### config.mk
export PLATFORM = sky130hd
export DESIGN_NAME = cpu_top
export DESIGN_NICKNAME = d
export VERILOG_FILES = /design/src/cpu_pkg.sv /design/src/register_file.sv /design/src/decode_stage.sv /design/src/alu.sv /design/src/execute_stage.sv /design/src/cpu_top.sv
export SDC_FILE = /design/constraint.sdc
export NUM_CORES = 2
export LEC_CHECK = 0
export BUFFER_PORTS_ARGS = -buffer_cell sky130_fd_sc_hd__buf_2
export CORE_MARGIN = 4
export CORE_UTILIZATION = 25
export CTS_BUF_LIST = sky130_fd_sc_hd__clkbuf_8
export CTS_CLUSTER_DIAMETER = 80
export CTS_CLUSTER_SIZE = 25
export DETAILED_ROUTE_END_ITERATION = 7
export GPL_ROUTABILITY_DRIVEN = 1
export SLEW_MARGIN = 5
export SYNTH_ARGS = -nofsm -noshare
export SYNTH_HDL_FRONTEND = slang
export SYNTH_SLANG_ARGS = --single-unit
### constraint.sdc
create_clock -name clk -period 17.83 [get_ports clk]
set_input_delay 1.783 -clock clk [delete_from_list [all_inputs] [get_ports clk]]
set_output_delay 1.783 -clock clk [all_outputs]
set_load 0.01 [all_outputs]
### src/cpu_pkg.sv
package cpu_pkg;

    // datapath and register index widths
    localparam int isa_width      = 32;
    localparam int reg_addr_width = 5;

    // instruction field widths
    localparam int opcode_width = 6;
    localparam int funct_width  = 6;
    localparam int shamt_width  = 5;
    localparam int imm_width    = 16;
    localparam int alu_op_width = 4;

    // field positions, counted down from the opcode
    localparam int rs_lsb    = isa_width - opcode_width - reg_addr_width;
    localparam int rt_lsb    = rs_lsb - reg_addr_width;
    localparam int rd_lsb    = rt_lsb - reg_addr_width;
    localparam int shamt_lsb = rd_lsb - shamt_width;

    // major opcodes, bits [31:26]
    typedef enum logic [opcode_width-1:0] {
        op_special = 6'h00,
        op_addi    = 6'h08,
        op_addiu   = 6'h09,
        op_slti    = 6'h0a,
        op_sltiu   = 6'h0b,
        op_andi    = 6'h0c,
        op_ori     = 6'h0d,
        op_xori    = 6'h0e,
        op_lui     = 6'h0f
    } opcode_e;

    // r-type function codes, bits [5:0]
    typedef enum logic [funct_width-1:0] {
        fn_sll  = 6'h00,
        fn_srl  = 6'h02,
        fn_sra  = 6'h03,
        fn_add  = 6'h20,
        fn_addu = 6'h21,
        fn_sub  = 6'h22,
        fn_subu = 6'h23,
        fn_and  = 6'h24,
        fn_or   = 6'h25,
        fn_xor  = 6'h26,
        fn_nor  = 6'h27,
        fn_slt  = 6'h2a,
        fn_sltu = 6'h2b
    } funct_e;

    // add/sub never trap, so signed and unsigned forms share one op
    typedef enum logic [alu_op_width-1:0] {
        alu_add  = 4'h0,
        alu_sub  = 4'h1,
        alu_and  = 4'h2,
        alu_or   = 4'h3,
        alu_xor  = 4'h4,
        alu_nor  = 4'h5,
        alu_slt  = 4'h6,
        alu_sltu = 4'h7,
        alu_sll  = 4'h8,
        alu_srl  = 4'h9,
        alu_sra  = 4'ha,
        alu_lui  = 4'hb
    } alu_op_e;

    // decode to execute, 86 bits
    typedef struct packed {
        logic                      valid;
        alu_op_e                   alu_op;
        logic [isa_width-1:0]      operand_a;
        logic [isa_width-1:0]      operand_b;
        logic [reg_addr_width-1:0] src_a_idx;
        logic [reg_addr_width-1:0] src_b_idx;
        // operand came from a register, so it may need forwarding
        logic                      use_a;
        logic                      use_b;
        logic [reg_addr_width-1:0] dest;
    } id_ex_t;

    // register write-back, 38 bits
    typedef struct packed {
        logic                      valid;
        logic [reg_addr_width-1:0] dest;
        logic [isa_width-1:0]      data;
    } wb_t;

endpackage

### src/register_file.sv
`timescale 1ns/1ps

module register_file #(
    parameter int reg_count = 32
) (
    input  logic                               clk,
    input  logic                               rst,
    input  logic [cpu_pkg::reg_addr_width-1:0] rs_idx,
    input  logic [cpu_pkg::reg_addr_width-1:0] rt_idx,
    output logic [cpu_pkg::isa_width-1:0]      rs_data,
    output logic [cpu_pkg::isa_width-1:0]      rt_data,
    input  cpu_pkg::wb_t                       wb
);
    import cpu_pkg::*;

    localparam int idx_width = $clog2(reg_count);
    localparam logic [reg_addr_width:0] reg_limit = (reg_addr_width + 1)'(reg_count);

    logic [isa_width-1:0] regs [reg_count];

    function automatic logic in_range(input logic [reg_addr_width-1:0] idx);
        return {1'b0, idx} < reg_limit;
    endfunction

    // r0 reads zero, a same-cycle write passes straight through
    function automatic logic [isa_width-1:0] read_port(input logic [reg_addr_width-1:0] idx);
        if (idx == '0 || !in_range(idx)) begin
            return '0;
        end else if (wb.valid && wb.dest == idx) begin
            return wb.data;
        end
        return regs[idx[idx_width-1:0]];
    endfunction

    always_comb begin
        rs_data = read_port(rs_idx);
        rt_data = read_port(rt_idx);
    end

    always_ff @(posedge clk) begin
        if (rst) begin
            for (int i = 0; i < reg_count; i++) begin
                regs[i] <= '0;
            end
        end else if (wb.valid && in_range(wb.dest)) begin
            regs[wb.dest[idx_width-1:0]] <= wb.data;
        end
    end

    // execute must never address a register this file does not hold
    assert property (@(posedge clk) disable iff (rst) wb.valid |-> in_range(wb.dest));

endmodule

### src/decode_stage.sv
`timescale 1ns/1ps

module decode_stage (
    input  logic                               clk,
    input  logic                               rst,
    input  logic [cpu_pkg::isa_width-1:0]      instruction,
    input  logic                               no_op,
    output logic [cpu_pkg::reg_addr_width-1:0] rs_idx,
    output logic [cpu_pkg::reg_addr_width-1:0] rt_idx,
    input  logic [cpu_pkg::isa_width-1:0]      rs_data,
    input  logic [cpu_pkg::isa_width-1:0]      rt_data,
    output cpu_pkg::id_ex_t                    id_ex
);
    import cpu_pkg::*;

    // if/id register
    logic                 if_id_valid;
    logic [isa_width-1:0] if_id_instruction;

    opcode_e                   op;
    funct_e                    funct;
    logic [reg_addr_width-1:0] rd;
    logic [shamt_width-1:0]    shamt;
    logic [imm_width-1:0]      imm;
    logic [isa_width-1:0]      imm_ext;

    logic                      known;
    logic                      r_type;
    logic                      shift;
    logic                      sign_ext;
    alu_op_e                   alu_op;
    logic [reg_addr_width-1:0] dest;
    id_ex_t                    id_ex_next;

    always_ff @(posedge clk) begin
        if (rst) begin
            if_id_valid <= 1'b0;
        end else begin
            if_id_valid <= !no_op;
        end
        if_id_instruction <= instruction;
    end

    // field split
    assign op     = opcode_e'(if_id_instruction[isa_width-1 -: opcode_width]);
    assign funct  = funct_e'(if_id_instruction[funct_width-1:0]);
    assign rs_idx = if_id_instruction[rs_lsb +: reg_addr_width];
    assign rt_idx = if_id_instruction[rt_lsb +: reg_addr_width];
    assign rd     = if_id_instruction[rd_lsb +: reg_addr_width];
    assign shamt  = if_id_instruction[shamt_lsb +: shamt_width];
    assign imm    = if_id_instruction[imm_width-1:0];

    always_comb begin
        known    = 1'b1;
        r_type   = 1'b0;
        sign_ext = 1'b0;
        alu_op   = alu_add;
        case (op)
            op_special: begin
                r_type = 1'b1;
                case (funct)
                    fn_add, fn_addu: alu_op = alu_add;
                    fn_sub, fn_subu: alu_op = alu_sub;
                    fn_and:          alu_op = alu_and;
                    fn_or:           alu_op = alu_or;
                    fn_xor:          alu_op = alu_xor;
                    fn_nor:          alu_op = alu_nor;
                    fn_slt:          alu_op = alu_slt;
                    fn_sltu:         alu_op = alu_sltu;
                    fn_sll:          alu_op = alu_sll;
                    fn_srl:          alu_op = alu_srl;
                    fn_sra:          alu_op = alu_sra;
                    default:         known = 1'b0;
                endcase
            end
            op_addi, op_addiu: begin
                alu_op   = alu_add;
                sign_ext = 1'b1;
            end
            op_slti: begin
                alu_op   = alu_slt;
                sign_ext = 1'b1;
            end
            op_sltiu: begin
                // immediate is sign-extended, compare is unsigned
                alu_op   = alu_sltu;
                sign_ext = 1'b1;
            end
            op_andi: alu_op = alu_and;
            op_ori:  alu_op = alu_or;
            op_xori: alu_op = alu_xor;
            op_lui:  alu_op = alu_lui;
            default: known = 1'b0;
        endcase
    end

    assign shift   = r_type && (alu_op inside {alu_sll, alu_srl, alu_sra});
    assign dest    = r_type ? rd : rt_idx;
    assign imm_ext = sign_ext ? {{(isa_width - imm_width){imm[imm_width-1]}}, imm}
                              : {{(isa_width - imm_width){1'b0}}, imm};

    // operand selection
    always_comb begin
        id_ex_next.valid     = if_id_valid && known && dest != '0;
        id_ex_next.alu_op    = alu_op;
        id_ex_next.src_a_idx = rs_idx;
        id_ex_next.src_b_idx = rt_idx;
        id_ex_next.dest      = dest;
        // shifts take shamt on a, lui ignores rs
        id_ex_next.use_a     = !shift && op != op_lui;
        id_ex_next.use_b     = r_type;
        if (shift) begin
            id_ex_next.operand_a = {{(isa_width - shamt_width){1'b0}}, shamt};
        end else begin
            id_ex_next.operand_a = rs_data;
        end
        id_ex_next.operand_b = r_type ? rt_data : imm_ext;
    end

    always_ff @(posedge clk) begin
        if (rst) begin
            id_ex.valid <= 1'b0;
        end else begin
            id_ex <= id_ex_next;
        end
    end

    // an r0 destination must not reach execute as a valid write
    assert property (@(posedge clk) disable iff (rst) id_ex.valid |-> id_ex.dest != '0);

endmodule

### src/alu.sv
`timescale 1ns/1ps

module alu (
    input  cpu_pkg::alu_op_e                alu_op,
    input  logic [cpu_pkg::isa_width-1:0]   a,
    input  logic [cpu_pkg::isa_width-1:0]   b,
    output logic [cpu_pkg::isa_width-1:0]   result
);
    import cpu_pkg::*;

    logic [shamt_width-1:0] shamt;
    logic                   lt_signed;
    logic                   lt_unsigned;

    // shift amount is the low bits of a
    assign shamt       = a[shamt_width-1:0];
    assign lt_signed   = $signed(a) < $signed(b);
    assign lt_unsigned = a < b;

    always_comb begin
        case (alu_op)
            alu_add:  result = a + b;
            alu_sub:  result = a - b;
            alu_and:  result = a & b;
            alu_or:   result = a | b;
            alu_xor:  result = a ^ b;
            alu_nor:  result = ~(a | b);
            alu_slt:  result = {{(isa_width - 1){1'b0}}, lt_signed};
            alu_sltu: result = {{(isa_width - 1){1'b0}}, lt_unsigned};
            alu_sll:  result = b << shamt;
            alu_srl:  result = b >> shamt;
            // arithmetic shift keeps the sign
            alu_sra:  result = $signed(b) >>> shamt;
            // immediate into the upper half
            alu_lui:  result = {b[imm_width-1:0], {(isa_width - imm_width){1'b0}}};
            default:  result = '0;
        endcase
    end

endmodule

### src/execute_stage.sv
`timescale 1ns/1ps

module execute_stage (
    input  logic            clk,
    input  logic            rst,
    input  cpu_pkg::id_ex_t id_ex,
    output cpu_pkg::wb_t    wb
);
    import cpu_pkg::*;

    logic                 fwd_a;
    logic                 fwd_b;
    logic [isa_width-1:0] alu_a;
    logic [isa_width-1:0] alu_b;
    logic [isa_width-1:0] alu_result;

    // forward from the instruction one ahead, now sitting in wb
    assign fwd_a = wb.valid && id_ex.use_a && id_ex.src_a_idx == wb.dest;
    assign fwd_b = wb.valid && id_ex.use_b && id_ex.src_b_idx == wb.dest;

    assign alu_a = fwd_a ? wb.data : id_ex.operand_a;
    assign alu_b = fwd_b ? wb.data : id_ex.operand_b;

    alu u_alu (
        .alu_op (id_ex.alu_op),
        .a      (alu_a),
        .b      (alu_b),
        .result (alu_result)
    );

    // ex/wb register, also the register file write port
    always_ff @(posedge clk) begin
        if (rst) begin
            wb.valid <= 1'b0;
        end else begin
            wb.valid <= id_ex.valid;
        end
        wb.dest <= id_ex.dest;
        wb.data <= alu_result;
    end

    // decode filters r0, so a valid write-back always names a real register
    assert property (@(posedge clk) disable iff (rst) wb.valid |-> wb.dest != '0);

endmodule

### src/cpu_top.sv
`timescale 1ns/1ps

module cpu_top #(
    parameter int reg_count = 32
) (
    input  logic                          clk,
    input  logic                          rst,
    input  logic [cpu_pkg::isa_width-1:0] instruction,
    input  logic                          no_op,
    output cpu_pkg::wb_t                  wb
);
    import cpu_pkg::*;

    logic [reg_addr_width-1:0] rs_idx;
    logic [reg_addr_width-1:0] rt_idx;
    logic [isa_width-1:0]      rs_data;
    logic [isa_width-1:0]      rt_data;
    id_ex_t                    id_ex;

    decode_stage u_decode_stage (
        .clk         (clk),
        .rst         (rst),
        .instruction (instruction),
        .no_op       (no_op),
        .rs_idx      (rs_idx),
        .rt_idx      (rt_idx),
        .rs_data     (rs_data),
        .rt_data     (rt_data),
        .id_ex       (id_ex)
    );

    register_file #(
        .reg_count (reg_count)
    ) u_register_file (
        .clk     (clk),
        .rst     (rst),
        .rs_idx  (rs_idx),
        .rt_idx  (rt_idx),
        .rs_data (rs_data),
        .rt_data (rt_data),
        .wb      (wb)
    );

    execute_stage u_execute_stage (
        .clk   (clk),
        .rst   (rst),
        .id_ex (id_ex),
        .wb    (wb)
    );

endmodule

# == Word-level counts from Yosys, hierarchy flattened ==
# Memories as Yosys holds them, arrays and structs flattened. A register that Yosys moved wholly into a read port is not among the register bits.
# Index checks and enable logic that the tools add are counted.
# Widths: inputs -> output; s select.
# word_totals
reg_bits,157
mem_bits_rw,1024
input_bits,35
output_inout_bits,38
elab_cells,121
memories,1
# mem_list
name,words,word_bits,rd,rd_clocked_by_memory_dff,wr,line_no,text
u_register_file.regs,32,32,2,2,32,register_file.sv:19,logic [isa_width-1:0] regs [reg_count];
# classes
addsub,2
magnitude_cmp,2
eq_ne,39
n_shift,3
mux,31
bitwise,4
reduce_logical,24
# ops
op,n
$pmux 32 s12,1
$mux 32,11
$lt 32x32->1,2
$eq 6x6->1 const B,10
$eq 6x4->1 const B,8
$pmux 4 s10,1
$add 32x32->32,1
$and 32x32->32,1
$not 32->32,1
$or 32x32->32,1
$reduce_or 32->1,1
$shl 32x5->32,1
$shr 32x5->32,1
$sshr 32x5->32,1
$sub 32x32->32,1
$xor 32x32->32,1
$eq 4x4->1 const B,7
$pmux 4 s7,1
$eq 5x5->1,4
$eq 4x3->1 const B,4
$mux 5,3
$mux 1,13
$reduce_or 13->1,1
$eq 6x2->1 const B,2
other kinds (14),27

# == Longest topological paths before layout ==
# depth
word_depth,9
mapped_depth,22
depth_no_buf,18

# == Hierarchy ==
# A second synthesis with hierarchy kept.
# hier_totals
hier_cells,5639
area_unflattened_um2,70849.2
# by_module_without_submodules
module,n_inst,cells_per_inst,area_each_um2,seq_area_each_um2
register_file,1,3846,55829.8,30749.5
alu,1,1366,8958.6,0.0
decode_stage,1,295,4224.1,3233.1
execute_stage,1,132,1836.8,760.7

# == Worst setup path after synthesis ==
# OpenSTA, ideal clock, no wires.
# synth_timing
path_kind,input-to-reg
start,in rst
end,"mem u_register_file.regs[10][0], enable pin"
t_arrival_ps,7149
required_time_ps,17099
slack_ps,9949
cell_stages,3
path_buffers,1
path_cell_list,inv_1 -> clkbuf_1 -> o21ai_0
# synth_lines
element,line_no,text
start: declaration,cpu_top.sv:7,"input logic rst,"
end: declaration,register_file.sv:19,

# == Worst setup path in the final report ==
# layout_timing
start,reg u_execute_stage.wb[33] (netlist name)
end,reg u_execute_stage.wb[27] (netlist name)
# layout_between
elab_chain_len,6
# layout_rtl
element,line_no,text
"parallel branches: the longest is 5 deep, another holds $sub 32x32->32",n/a,
$pmux 32 s12 *,alu.sv:21,case (alu_op)
named net u_execute_stage.alu_result[27],execute_stage.sv:15,logic [isa_width-1:0] alu_result;
# Mark *: on every way through the listed nets, which the timed path passes.
# A chain may end at the register's enable or synchronous reset.

==> results.md <==
- Fmax: 0.152 GHz
- Antenna violations before repair: 24
- Overflow after GRT: 0
- Final WL: 266 mm
- Postcts setup bufs: 0
- Yosys cell types: 102
- Clock slew at reported path FFs: ~140 ps
- DRC viols: 0
- Crit-path most repeated cell: buf_4
- I/O pins: 73
- PwrDens: 81.5 nW/µm²
- Final #Nets: roughly 5300
- Setup TNS: 0 ps
- Clock buffer depth: 3
- Cell Rows: 194
- Hold buffer count at CTS: 0
- Via count: 49700
- Antenna Violating Nets Remaining: 0
- Final setup violation count: 0
- Max stage delay on crit path: 660 ps
- Effective utilization at floorplan: 25.2%
- Sequential element share of the synthesized area: between 40% and 50%
- FF-to-FF setup slack: 11230 ps
- Max transition margin: around a fifth
- Simple-Gate Fraction of Synth Area: 13.8%
- Max-Cap Viols: 0
- Largest family of logic cells by synthesized area: multiplexers
- Die W: 539 µm
- Ys flop type: edfxtp_1
- Crit path time final: 6600 ps
- Vias per cell: 5.54
- Post-Syn Area: 70500 µm²
- Clock network latency to the later pin of the worst-skew pair: 910 ps
- GRT Overall Usage: 17.6%
- Combinational group share of total power: 22.0%
- Pwr Total: between 6 and 7 mW
- Sequential Power Share: 51.4%
- Cell area after layout: 77400 µm²
- Fraction of registers with async set/reset: 0%
- CTS root buf: clkbuf_8
- First-pass GRT wire length: 374 mm
- Starting DRT DRC Count: 7641
- Critical Path Fanout Max: 32
- Fin crit share: 37.0%
- Die Footprint: ~290000 µm²
- Adder-Cell Fraction of Synth Area: 1.90%
- Vias in the first global route: 48600
- WP buf/inv: 3
- Worst-Margin Slew: 1180 ps
- Synth Area in XOR/XNOR: 0.430%
- Top cells by area, synth: edfxtp_1, mux4_2, and2_1
- P&R area growth vs syn: 9.89%
- Share of layout cells above drive strength 1: 23.7%
- Yosys top cell area share: a little under half
- Proportion of power drawn by the clock network: 26.6%
- Die height: 539 µm
- Data required, critical path: 18510 ps
- Drt first pass iters: 8
- Avg Inst Size Synth: 13.1 µm²
- Hpwl dp: 167 mm
- Top-count cell post-synth: edfxtp_1
- Max rail drop VDD: 0.0504 mV
- Synth Net Count: 5515
- Net switching component of the power: 2.14 mW
- RSZ-0062 raised after global routing: no
- Post-synthesis mux area share: a little under a quarter
- WP data arrival: around 7300 ps
- Element type at the critical path end: flop
- Crit start category: flop
- PnR worst setup slack: 11230 ps
- Post-place instance area: around 75000 µm²
- Top delay family on crit path: compound AO/OA/AOI/OAI gates
- Worst Skew: approximately 120 ps
- Post_cts resized: 0
- Synth area leader: edfxtp_1
- Sw Share: between 30% and 40%
- Leak pwr: 26.9 nW
- Final Hold Vio Count: 0
- CTS tree: yes
- Complex-gate fraction of the synthesized area: 7.39%
- WL/cell: 29.7 µm
- Core footprint: 280000 µm²
- WS Path Type: reg2reg
- Critical path's slowest cell: dfxtp_1
- Most frequent cells after synthesis: edfxtp_1, and2_1, mux4_2
- Slew Viols, Final: 0
- Status: finished clean
- Placer Congestion: 0.990
- Largest net degree at the start of global routing: about 100
- P_int: about 4.2 mW
- Critical-path cell list: xnor2_2 > and4_1 > nand2_1 > buf_4 > mux2i_4 > inv_1 > buf_4 > ha_1 > nor4_1 > a21oi_1 > a2111oi_2 > o21ai_1 > a221o_1 > a31o_4 > a21oi_2 > a22oi_1 > or4_1
- Post-synth EDFFs: 1109
- Post-Synthesis Cells: 5374
- H-tree levels: 3
- Buffers on Ports: 72
- Yosys reg bits: 1181
- TritonCTS Buffers: 83
- Place WS: 11450 ps
- HP Class: reg2reg
- Warnings, synthesis: 0
- Clock sink count: ~1200
==> worst reg2reg max path, stage by stage, from the launching register on <==
cell and delay, ps:
dfxtp_1 660, xnor2_2 150, and4_1 430, nand2_1 160, buf_4 560, mux2i_4 420, inv_1 370, buf_4 390
ha_1 300, nor4_1 380, a21oi_1 220, a2111oi_2 660, o21ai_1 270, a221o_1 470, a31o_4 310, a21oi_2 130
a22oi_1 110, or4_1 420
==> worst paths after layout <==
check / to / start / cells after the start
setup / recovery: u_execute_stage.wb[27] / u_execute_stage.wb[33] / 17
hold / removal: u_execute_stage.wb[35] / u_decode_stage.id_ex[3] / 0
setup reg to reg: u_execute_stage.wb[27] / u_execute_stage.wb[33] / 17
hold reg to reg: u_execute_stage.wb[35] / u_decode_stage.id_ex[3] / 0
==> sequential cells by signal, summed over array words and instances (netlist names) <==
| signal | count |
|---|---|
| u_decode_stage.if_id_valid | 1 |
| u_register_file.regs | 1024 |
| u_decode_stage.id_ex | 86 |
| u_decode_stage.if_id_instruction | 32 |
| u_execute_stage.wb | 38 |
==> routing by layer <==
layer | track usage, % | routed length [µm] | vias to the layer above
li1 | - | - | 20200
met1 | 23.5 | 104000 | 25800
met2 | 27.6 | 121000 | 3088
met3 | 3.97 | 28800 | 592
met4 | 7.40 | 12700 | 6
met5 | 0 | 28 | -
==> logic make-up (layout without fill, tap and decap cells) <==
group | Yosys count | count (layout)
AND/OR/NAND/NOR | 1780 | 1780
flip-flops | 1181 | 1181
multiplexers | 840 | 840
AO/OA/AOI/OAI | 777 | 777
buffers and inverters | 658 | 520
adder cells (fa/ha/maj) | 106 | 106
XOR/XNOR | 32 | 32
other | 0 | 7
==> stage by stage <==
step	cells	hold WS, ps	utilization [%]
floorplan	5374	323	-
global placement	8807	373	26.9
detailed placement	8808	339	26.9
CTS	8960	361	27.7
global route	8963	368	27.7
finish	8967	349	27.7
==> cell usage in the layout (no fill, tap or decap), drive strengths merged, types with 20 or more instances in the layout <==
| cell | instances |
|---|---|
| and2 | 909 |
| buf | 260 |
| o211ai | 38 |
| clkbuf | 86 |
| mux2i | 151 |
| inv | 133 |
| dfxtp | 72 |
| o221ai | 23 |
| nand2b | 28 |
| a211oi | 63 |
| mux2 | 42 |
| edfxtp | 1109 |
| nor2 | 230 |
| clkinv | 32 |
| o21ai | 215 |
| a22oi | 20 |
| nor3 | 177 |
| nand3 | 81 |
| a21o | 20 |
| nand4 | 23 |
| a221oi | 37 |
| a21oi | 154 |
| mux4 | 647 |
| ha | 104 |
| nand2 | 241 |
| xnor2 | 21 |
==> layout make-up <==
type	count	area [µm²]
clock inverters	66	850
inverters	108	410
repair buffers	260	1820
well taps	3724	4660
clock buffers	86	1180
fillers	28300	202000
flip-flops and latches	1181	34800
multi-input cells	3535	33700
diodes	7	17.5
==> power groups by stage <==
stage | clock network [mW] | logic, mW | registers, mW
floorplan | 0 | 0.835 | 3.26
global placement | 0 | 1.35 | 3.29
detailed placement | 0 | 1.35 | 3.30
CTS | 1.71 | 1.36 | 3.24
global route | 1.80 | 1.44 | 3.25
finish | 1.68 | 1.39 | 3.24
Note: power is estimated with default switching activity, not from simulation.
